--- src/hdl/cache_pkg.sv ---
package cache_pkg;

    localparam int OFFSET_WIDTH = 2;
    localparam int INDEX_WIDTH  = 2;
    localparam int TAG_WIDTH    = 32 - INDEX_WIDTH - OFFSET_WIDTH - 2;
    localparam int LINE_WORDS   = 1 << OFFSET_WIDTH;
    localparam int NUM_LINES    = 1 << INDEX_WIDTH;

    typedef logic [31:0]               word_t;
    typedef logic [32*LINE_WORDS-1:0]  line_t;    // word 0 in the low bits
    typedef logic [TAG_WIDTH-1:0]      tag_t;
    typedef logic [INDEX_WIDTH-1:0]    index_t;
    typedef logic [OFFSET_WIDTH-1:0]   offset_t;

    typedef enum logic {
        LSU_LOAD,
        LSU_STORE
    } lsu_op_e;

    typedef struct packed {
        lsu_op_e    op;
        word_t      addr;
        word_t      wdata;
        logic [3:0] wstrb;
    } lsu_req_t;

    typedef enum logic {
        MEM_READ_LINE,
        MEM_WRITE_WORD
    } mem_op_e;

    typedef struct packed {
        mem_op_e    op;
        word_t      addr;    // line aligned for reads
        word_t      wdata;
        logic [3:0] wstrb;   // zero for reads
    } mem_req_t;

    typedef enum logic [2:0] {
        IDLE,
        LOOKUP,
        REFILL_REQ,
        REFILL_WAIT,
        WRITE_REQ,
        WRITE_WAIT
    } cache_state_e;

    function automatic tag_t addr_tag(word_t addr);
        return addr[31 -: TAG_WIDTH];
    endfunction

    function automatic index_t addr_index(word_t addr);
        return addr[2+OFFSET_WIDTH +: INDEX_WIDTH];
    endfunction

    function automatic offset_t addr_offset(word_t addr);
        return addr[2 +: OFFSET_WIDTH];
    endfunction

    function automatic word_t line_base(word_t addr);
        return {addr[31:2+OFFSET_WIDTH], {(2+OFFSET_WIDTH){1'b0}}};
    endfunction

    function automatic word_t line_word(line_t line, offset_t off);
        return line[32*off +: 32];
    endfunction

endpackage

--- src/hdl/cache_subsystem.sv ---
`timescale 1ns/1ps

module cache_subsystem (
    input  logic                clk,
    input  logic                arst_n,

    input  logic                fetch_valid,
    input  cache_pkg::word_t    fetch_addr,
    output logic                fetch_ready,
    output logic                fetch_resp_valid,
    output cache_pkg::word_t    fetch_data,

    input  logic                lsu_valid,
    input  cache_pkg::lsu_req_t lsu_req,
    output logic                lsu_ready,
    output logic                lsu_resp_valid,
    output cache_pkg::word_t    lsu_rdata,

    output logic                mem_valid,
    output cache_pkg::mem_req_t mem_req,
    input  logic                mem_addr_ok,
    input  logic                mem_data_ok,
    input  cache_pkg::line_t    mem_rdata
);
    import cache_pkg::*;

    logic     ic_mem_valid;
    mem_req_t ic_mem_req;
    logic     ic_mem_addr_ok;
    logic     ic_mem_data_ok;
    line_t    ic_mem_rdata;

    logic     dc_mem_valid;
    mem_req_t dc_mem_req;
    logic     dc_mem_addr_ok;
    logic     dc_mem_data_ok;
    line_t    dc_mem_rdata;

    icache icache_i (
        .clk              (clk),
        .arst_n           (arst_n),
        .fetch_valid      (fetch_valid),
        .fetch_addr       (fetch_addr),
        .fetch_ready      (fetch_ready),
        .fetch_resp_valid (fetch_resp_valid),
        .fetch_data       (fetch_data),
        .mem_valid        (ic_mem_valid),
        .mem_req          (ic_mem_req),
        .mem_addr_ok      (ic_mem_addr_ok),
        .mem_data_ok      (ic_mem_data_ok),
        .mem_rdata        (ic_mem_rdata)
    );

    dcache dcache_i (
        .clk            (clk),
        .arst_n         (arst_n),
        .lsu_valid      (lsu_valid),
        .lsu_req        (lsu_req),
        .lsu_ready      (lsu_ready),
        .lsu_resp_valid (lsu_resp_valid),
        .lsu_rdata      (lsu_rdata),
        .mem_valid      (dc_mem_valid),
        .mem_req        (dc_mem_req),
        .mem_addr_ok    (dc_mem_addr_ok),
        .mem_data_ok    (dc_mem_data_ok),
        .mem_rdata      (dc_mem_rdata)
    );

    mem_arbiter mem_arbiter_i (
        .clk         (clk),
        .arst_n      (arst_n),
        .ic_valid    (ic_mem_valid),
        .ic_req      (ic_mem_req),
        .ic_addr_ok  (ic_mem_addr_ok),
        .ic_data_ok  (ic_mem_data_ok),
        .ic_rdata    (ic_mem_rdata),
        .dc_valid    (dc_mem_valid),
        .dc_req      (dc_mem_req),
        .dc_addr_ok  (dc_mem_addr_ok),
        .dc_data_ok  (dc_mem_data_ok),
        .dc_rdata    (dc_mem_rdata),
        .mem_valid   (mem_valid),
        .mem_req     (mem_req),
        .mem_addr_ok (mem_addr_ok),
        .mem_data_ok (mem_data_ok),
        .mem_rdata   (mem_rdata)
    );

endmodule

--- src/hdl/dcache.sv ---
`timescale 1ns/1ps

module dcache (
    input  logic                clk,
    input  logic                arst_n,

    input  logic                lsu_valid,
    input  cache_pkg::lsu_req_t lsu_req,
    output logic                lsu_ready,
    output logic                lsu_resp_valid,
    output cache_pkg::word_t    lsu_rdata,

    output logic                mem_valid,
    output cache_pkg::mem_req_t mem_req,
    input  logic                mem_addr_ok,
    input  logic                mem_data_ok,
    input  cache_pkg::line_t    mem_rdata
);
    import cache_pkg::*;

    cache_state_e         state_q;
    lsu_req_t             req_q;
    logic [NUM_LINES-1:0] valid_q;
    tag_t                 tag_q [NUM_LINES];
    line_t                line_q [NUM_LINES];

    index_t  idx;
    offset_t off;
    logic    hit;
    logic    load_hit;
    logic    refill_done;
    logic    store_merge;
    word_t   merged_word;
    line_t   merged_line;

    function automatic word_t merge_bytes(word_t old_word, word_t new_word, logic [3:0] strb);
        word_t result;
        int    b;
        result = old_word;
        for (b = 0; b < 4; b++) begin
            if (strb[b]) begin
                result[8*b +: 8] = new_word[8*b +: 8];
            end
        end
        return result;
    endfunction

    assign idx = addr_index(req_q.addr);
    assign off = addr_offset(req_q.addr);
    assign hit = valid_q[idx] && (tag_q[idx] == addr_tag(req_q.addr));

    assign load_hit    = (state_q == LOOKUP) && (req_q.op == LSU_LOAD) && hit;
    assign refill_done = (state_q == REFILL_WAIT) && mem_data_ok;
    // arrays are untouched since lookup, so hit still holds here
    assign store_merge = (state_q == WRITE_REQ) && mem_addr_ok && hit;

    assign merged_word = merge_bytes(line_word(line_q[idx], off), req_q.wdata, req_q.wstrb);

    always_comb begin
        merged_line              = line_q[idx];
        merged_line[32*off +: 32] = merged_word;
    end

    assign lsu_ready = (state_q == IDLE);
    assign mem_valid = (state_q == REFILL_REQ) || (state_q == WRITE_REQ);

    always_comb begin
        if (state_q == WRITE_REQ) begin
            mem_req = '{
                op:    MEM_WRITE_WORD,
                addr:  req_q.addr,
                wdata: req_q.wdata,
                wstrb: req_q.wstrb
            };
        end else begin
            mem_req = '{
                op:    MEM_READ_LINE,
                addr:  line_base(req_q.addr),
                wdata: 32'h0,
                wstrb: 4'h0
            };
        end
    end

    always_ff @(posedge clk or negedge arst_n) begin
        if (!arst_n) begin
            state_q        <= IDLE;
            lsu_resp_valid <= 1'b0;
            valid_q        <= '0;
        end else begin
            lsu_resp_valid <= 1'b0;
            case (state_q)
                IDLE: begin
                    if (lsu_valid) begin
                        state_q <= LOOKUP;
                    end
                end
                LOOKUP: begin
                    if (req_q.op == LSU_STORE) begin
                        state_q <= WRITE_REQ;   // write-through, hit or miss
                    end else if (hit) begin
                        lsu_resp_valid <= 1'b1;
                        state_q        <= IDLE;
                    end else begin
                        state_q <= REFILL_REQ;
                    end
                end
                REFILL_REQ: begin
                    if (mem_addr_ok) begin
                        state_q <= REFILL_WAIT;
                    end
                end
                REFILL_WAIT: begin
                    if (mem_data_ok) begin
                        lsu_resp_valid <= 1'b1;
                        valid_q[idx]   <= 1'b1;
                        state_q        <= IDLE;
                    end
                end
                WRITE_REQ: begin
                    if (mem_addr_ok) begin
                        state_q <= WRITE_WAIT;
                    end
                end
                WRITE_WAIT: begin
                    if (mem_data_ok) begin
                        lsu_resp_valid <= 1'b1;
                        state_q        <= IDLE;
                    end
                end
                default: state_q <= IDLE;
            endcase
        end
    end

    always_ff @(posedge clk) begin
        if (lsu_valid && lsu_ready) begin
            req_q <= lsu_req;
        end
        if (load_hit) begin
            lsu_rdata <= line_word(line_q[idx], off);
        end
        if (refill_done) begin
            tag_q[idx]  <= addr_tag(req_q.addr);
            line_q[idx] <= mem_rdata;
            lsu_rdata   <= line_word(mem_rdata, off);
        end else if (store_merge) begin
            line_q[idx] <= merged_line;   // no allocate on a store miss
        end
    end

endmodule

--- src/hdl/icache.sv ---
`timescale 1ns/1ps

module icache (
    input  logic                clk,
    input  logic                arst_n,

    input  logic                fetch_valid,
    input  cache_pkg::word_t    fetch_addr,
    output logic                fetch_ready,
    output logic                fetch_resp_valid,
    output cache_pkg::word_t    fetch_data,

    output logic                mem_valid,
    output cache_pkg::mem_req_t mem_req,
    input  logic                mem_addr_ok,
    input  logic                mem_data_ok,
    input  cache_pkg::line_t    mem_rdata
);
    import cache_pkg::*;

    cache_state_e         state_q;
    word_t                addr_q;
    logic [NUM_LINES-1:0] valid_q;
    tag_t                 tag_q [NUM_LINES];
    line_t                line_q [NUM_LINES];

    index_t  idx;
    offset_t off;
    logic    hit;
    logic    lookup_hit;
    logic    refill_done;

    assign idx = addr_index(addr_q);
    assign off = addr_offset(addr_q);
    assign hit = valid_q[idx] && (tag_q[idx] == addr_tag(addr_q));

    assign lookup_hit  = (state_q == LOOKUP) && hit;
    assign refill_done = (state_q == REFILL_WAIT) && mem_data_ok;

    assign fetch_ready = (state_q == IDLE);   // one fetch in flight
    assign mem_valid   = (state_q == REFILL_REQ);
    assign mem_req     = '{
        op:    MEM_READ_LINE,
        addr:  line_base(addr_q),
        wdata: 32'h0,
        wstrb: 4'h0
    };

    always_ff @(posedge clk or negedge arst_n) begin
        if (!arst_n) begin
            state_q          <= IDLE;
            fetch_resp_valid <= 1'b0;
            valid_q          <= '0;
        end else begin
            fetch_resp_valid <= 1'b0;
            case (state_q)
                IDLE: begin
                    if (fetch_valid) begin
                        state_q <= LOOKUP;
                    end
                end
                LOOKUP: begin
                    if (hit) begin
                        fetch_resp_valid <= 1'b1;
                        state_q          <= IDLE;
                    end else begin
                        state_q <= REFILL_REQ;
                    end
                end
                REFILL_REQ: begin
                    if (mem_addr_ok) begin
                        state_q <= REFILL_WAIT;
                    end
                end
                REFILL_WAIT: begin
                    if (mem_data_ok) begin
                        fetch_resp_valid <= 1'b1;
                        valid_q[idx]     <= 1'b1;
                        state_q          <= IDLE;
                    end
                end
                default: state_q <= IDLE;
            endcase
        end
    end

    always_ff @(posedge clk) begin
        if (fetch_valid && fetch_ready) begin
            addr_q <= fetch_addr;
        end
        if (lookup_hit) begin
            fetch_data <= line_word(line_q[idx], off);
        end
        if (refill_done) begin
            tag_q[idx]  <= addr_tag(addr_q);
            line_q[idx] <= mem_rdata;
            fetch_data  <= line_word(mem_rdata, off);   // critical word from the fill
        end
    end

endmodule

--- src/hdl/mem_arbiter.sv ---
`timescale 1ns/1ps

module mem_arbiter (
    input  logic                clk,
    input  logic                arst_n,

    input  logic                ic_valid,
    input  cache_pkg::mem_req_t ic_req,
    output logic                ic_addr_ok,
    output logic                ic_data_ok,
    output cache_pkg::line_t    ic_rdata,

    input  logic                dc_valid,
    input  cache_pkg::mem_req_t dc_req,
    output logic                dc_addr_ok,
    output logic                dc_data_ok,
    output cache_pkg::line_t    dc_rdata,

    output logic                mem_valid,
    output cache_pkg::mem_req_t mem_req,
    input  logic                mem_addr_ok,
    input  logic                mem_data_ok,
    input  cache_pkg::line_t    mem_rdata
);

    logic busy_q;
    logic owner_dc_q;   // high when dcache owns the port
    logic sel_dc;

    // when idle the data cache wins, once granted the owner is locked
    assign sel_dc = busy_q ? owner_dc_q : dc_valid;

    assign mem_valid = sel_dc ? dc_valid : ic_valid;
    assign mem_req   = sel_dc ? dc_req : ic_req;

    assign ic_addr_ok = mem_addr_ok && !sel_dc;
    assign dc_addr_ok = mem_addr_ok && sel_dc;

    assign ic_data_ok = mem_data_ok && busy_q && !owner_dc_q;
    assign dc_data_ok = mem_data_ok && busy_q && owner_dc_q;

    assign ic_rdata = owner_dc_q ? '0 : mem_rdata;
    assign dc_rdata = owner_dc_q ? mem_rdata : '0;

    always_ff @(posedge clk or negedge arst_n) begin
        if (!arst_n) begin
            busy_q     <= 1'b0;
            owner_dc_q <= 1'b0;
        end else begin
            if (!busy_q) begin
                if (ic_valid || dc_valid) begin
                    busy_q     <= 1'b1;
                    owner_dc_q <= dc_valid;
                end
            end else if (mem_data_ok) begin
                busy_q <= 1'b0;   // free again after the response
            end
        end
    end

endmodule

--- config.mk ---
export PLATFORM = sky130hd
export DESIGN_NAME = cache_subsystem
export DESIGN_NICKNAME = d
export VERILOG_FILES = /design/src/hdl/cache_pkg.sv /design/src/hdl/cache_subsystem.sv /design/src/hdl/dcache.sv /design/src/hdl/icache.sv /design/src/hdl/mem_arbiter.sv
export SDC_FILE = /design/constraint.sdc
export NUM_CORES = 2
export LEC_CHECK = 0
export CORE_ASPECT_RATIO = 0.9
export CORE_UTILIZATION = 70
export CTS_BUF_LIST = sky130_fd_sc_hd__clkbuf_2
export CTS_CLUSTER_DIAMETER = 60
export CTS_CLUSTER_SIZE = 20
export DETAILED_ROUTE_END_ITERATION = 8
export DONT_BUFFER_PORTS = 1
export PLACE_DENSITY = 0.9
export SYNTH_ARGS = -nofsm -noshare
export SYNTH_HDL_FRONTEND = slang
export SYNTH_HIERARCHICAL = 1
export SYNTH_SLANG_ARGS = --single-unit
--- constraint.sdc ---
create_clock -name clk -period 34.2 [get_ports clk]
set_input_delay 1.71 -clock clk [delete_from_list [all_inputs] [get_ports clk]]
set_output_delay 1.71 -clock clk [all_outputs]
set_load 0.005 [all_outputs]
==> qor_table.md <==
| Step | Parameter | Reported |
|---|---|---|
| clocking | Post-CTS repair timing setup buffer count | 0 |
| routing | Drt initial violations | 5489 |
| yosys | Count of synthesis-stage warnings from yosys | 6 |
| clocking | CTS tree | yes |
| yosys | Most repeated cell in the gate-level netlist after synthesis | sky130_fd_sc_hd__edfxtp_1 |
| worst setup path | Peak fanout along the critical path | 70 |
| clocking | Clock-pin slew on the worst setup and hold paths | 0.37 ns |
| grt | Total congestion overflow after global routing | 0 |
| yosys | Post-synthesis instance area | 64200 sq um |
| clocking | Clock Root Buffer | sky130_fd_sc_hd__clkbuf_2 |
| worst setup path | CP startpoint kind | flop |
| sta | Total count of hold-check failures in the final report | 0 |
| routing | Post-detailed-route DRC marker count | 0 |
| hold path | Kind of path behind the tightest hold check | in -> reg |
| worst setup path | Data required time of the critical path | 35.19 ns |
| yosys | Unique masters post-synth | 63 |
| sta | Final Critical Period | 6.252 ns |
| placed design | Last weighted congestion value of the routability-driven placer | 0.9134 |
| sta | Peak clock frequency supported by timing | 160.0 MHz |
| clocking | Clock sink total | 1416 |
| yosys | Library cell with the largest summed area after synthesis | sky130_fd_sc_hd__edfxtp_1 |
| yosys | FFs w/ async S/R, synth | 0.01201 |
| final layout | Share of cells above drive strength 1 | 0.2459 |
| worst setup path | WP data arrival | 7.24 ns |
| floorplanning | Area of the core | 90180 sq um |
| floorplanning | Number of placement rows | 104 |
| clocking | Insertion delay to the later sink of the worst-skew pair | 1.48 ns |
| yosys | Synth area leaders | sky130_fd_sc_hd__edfxtp_1, sky130_fd_sc_hd__mux4_2, sky130_fd_sc_hd__mux2_2 |
| routing | Vias | 35640 |
| placed design | Port Buf Inserts | 0 |
| routing | Routed wire length | 161.0 mm |
| yosys | Post-synth top flop | sky130_fd_sc_hd__edfxtp_1 |
| floorplanning | I/O pin count | 373 |
| sta | Worst-case headroom to the max-slew limit | 0.1231 |
| routing | Final antenna-violating net count | 0 |
| final layout | Core occupancy in the finished layout | 0.7315 |
| hold path | Number of cells traversed by the worst hold path | 1 |
| grt | First-pass GRT wire length | 227.0 mm |
| grt | Vias in the first global route | 34380 |
| clocking | Number of H-tree levels | 3 |
| final layout | Relative area change from synthesis to final layout | 2.752% |
| worst setup path | Worst Path Class, Setup | reg -> reg |
| sta | Layout Skew | 0.1826 ns |
| yosys | Number of synthesized flops with an enable pin | 1395 |
| worst setup path | Worst setup EP type | flop |
| routing | First-pass detailed-route iteration total | 8 |
| pwr | Leakage power summed over all cells | 0.02173 uW |
| sta | Setup violations, final | 0 |
| worst setup path | Setup slack of the worst register-to-register path | 27.95 ns |
| yosys | Post-synthesis sequential area ratio | 0.6604 |
| yosys | Top cells by instance count after synthesis | sky130_fd_sc_hd__edfxtp_1, sky130_fd_sc_hd__mux4_2, sky130_fd_sc_hd__mux2_2 |
| hold path | Hold Path Origin | mem_data_ok |
| clocking | Post-CTS sizing | 0 |
| job | Max_cap viols | 0 |
| floorplanning | Die area | 92930 sq um |
| sta | Transition time of the tightest slew-check pin | 1.308 ns |
| yosys | Area share of the largest cell type after synthesis | 0.6525 |
| yosys | Mapped Cells | 3760 |
| floorplanning | Horizontal die dimension | 321.2 um |
| final layout | Filler Cell Count | 5089 |
| sta | Final clock period utilization by the worst path | 0.1828 |
| floorplanning | Die span in y | 289.3 um |
| worst setup path | Number of cell instances on the worst register-to-register path | 9 |
| grt | Overall fraction of global-route tracks in use | 0.3429 |
| hold path | Hold path endpoint | mem_arbiter_i/busy_q |
| routing | Vias per cell | 7.091 |
| grt | Number of antenna violations at the first check in global routing | 65 |
| clocking | Clock buffer count from CTS | 88 |
| worst setup path | Reg-to-reg endpoint | dcache_i/line_q[3][17] |
| sta | Post-route setup TNS | 0 ns |
| clocking | Number of buffers on the longest clock path | 3 |
| sta | Setup repair after global routing missed its margin | false |
| pwr | Power density of the placed cells | 61.31 nW/um^2 |
| final layout | Net count reported at finish | 3861 |
| yosys | Mean area per synthesized cell | 17.07 sq um |
| placed design | Placed wire-length estimate after detailed placement | 102.8 mm |
| floorplanning | Initial Utilization | 0.7119 |
| routing | Average wire length per cell after detail routing | 32.03 um |
| pwr | Largest voltage drop on the vdd net | 0.05534 mV |
| run status | Run status | complete, no violations |
| sta | Number of slew-limit violations in the final report | 0 |
| clocking | Number of hold buffers added after CTS | 1 |
| grt | Pin count of the biggest net entering global routing | 162 |
| yosys | Flip-flop and latch count after synthesis | 1416 |
[per-stage QoR]
step | cell area (sq um) | instances | hold WS (ns) | worst slack, ns | power, uW
after floorplan | 64350 | 3800 | 0.4337 | 19.73 | 3093
after global placement | 64740 | 4749 | 0.4465 | 28.23 | 3360
after detailed placement | 64740 | 4749 | 0.4544 | 28.18 | 3412
after CTS | 65620 | 4887 | 0.2437 | 28.06 | 4015
after global routing | 65810 | 4966 | 0.1970 | 27.82 | 4175
final | 65960 | 5026 | 0.3017 | 27.95 | 4044
[critical path, stage by stage (launching register included)]
cell and delay (ns):
sky130_fd_sc_hd__dfxtp_4 0.96, sky130_fd_sc_hd__mux4_2 0.62, sky130_fd_sc_hd__xnor2_1 0.20, sky130_fd_sc_hd__nand4_1 0.14
sky130_fd_sc_hd__nor4_1 0.79, sky130_fd_sc_hd__nand4_1 0.40, sky130_fd_sc_hd__or3_1 0.65, sky130_fd_sc_hd__a21oi_4 0.20
sky130_fd_sc_hd__buf_4 0.76, sky130_fd_sc_hd__buf_4 0.94
[layout make-up]
| class | count | area, sq um | share of cell area |
|---|---|---|---|
| repair buffers | 58 | 513.0 | 0.007777 |
| well taps | 1219 | 1525 | 0.02312 |
| diodes | 139 | 347.8 | 0.005273 |
| clock inverters | 29 | 326.6 | 0.004951 |
| inverters | 169 | 635.6 | 0.009636 |
| flip-flops and latches | 1416 | 42410 | 0.6430 |
| multi-input cells | 1888 | 19660 | 0.2981 |
| clock buffers | 108 | 540.5 | 0.008194 |
[registers in the layout, summed over array words and instances, names as in the netlist, 2 cells and up, named ones only]
register	count
icache_i/fetch_data	32
dcache_i/off	2
dcache_i/state_q	3
icache_i/line_q	512
dcache_i/req_q	65
icache_i/addr_q	30
icache_i/valid_q	4
dcache_i/tag_q	104
dcache_i/lsu_rdata	32
dcache_i/line_q	512
icache_i/state_q	2
dcache_i/valid_q	4
dcache_i/idx	2
icache_i/tag_q	104
[power breakdown]
group / internal [uW] / switching (uW)
sequential: 2110 / 95.6
combinational: 493 / 718
clock: 125 / 505
total: 2730 / 1320
[cell families after synthesis]
| group | synth area share |
|---|---|
| AOI/OAI and AO/OA | 0.03122 |
| xor gates and xnor gates | 0.007094 |
| adders and majority gates | 0.0009745 |
| buffers and inverters | 0.03841 |
| DFF | 0.6604 |
| muxes | 0.2095 |
| other | 0.00005841 |
| and+or+nand+nor | 0.05233 |
[how the worst max path moves through the flow]
stage	start	depth (start not counted)	to
3_5_place_dp	flop	9	dcache_i/line_q[3][63]
2_1_floorplan	mem_data_ok	5	icache_i/valid_q[2]
4_1_cts	flop	9	dcache_i/line_q[3][81]
5_1_grt	flop	9	dcache_i/line_q[3][17]
6_report	flop	9	dcache_i/line_q[3][17]
3_3_place_gp	flop	9	dcache_i/line_q[3][63]
[routing by layer]
layer | GRT usage | up-vias | wire [um]
li1 | - | 14360 | -
met1 | 0.4759 | 17890 | 55260
met2 | 0.4997 | 2920 | 73460
met3 | 0.1169 | 456 | 24840
met4 | 0.1571 | 10 | 7355
met5 | 0 | - | 68
[cells in the final DEF (no fill, tap or decap), types with 16 or more instances in the layout]
cell type,instances
sky130_fd_sc_hd__nand2_1,247
sky130_fd_sc_hd__mux4_2,381
sky130_fd_sc_hd__buf_4,51
sky130_fd_sc_hd__nor2_1,51
sky130_fd_sc_hd__edfxtp_1,1395
sky130_fd_sc_hd__conb_1,41
sky130_fd_sc_hd__a222oi_1,32
sky130_fd_sc_hd__xnor2_1,17
sky130_fd_sc_hd__a221o_1,31
sky130_fd_sc_hd__clkbuf_2,108
sky130_fd_sc_hd__diode_2,139
sky130_fd_sc_hd__mux2_2,290
sky130_fd_sc_hd__mux2i_1,146
sky130_fd_sc_hd__nor2b_1,130
sky130_fd_sc_hd__a21oi_1,40
sky130_fd_sc_hd__dfrtp_1,16
sky130_fd_sc_hd__o21ai_0,137
sky130_fd_sc_hd__inv_1,166
sky130_fd_sc_hd__xor2_1,35
sky130_fd_sc_hd__o22ai_1,33
sky130_fd_sc_hd__and2_1,169
Note: power is estimated with default switching activity, not from simulation.
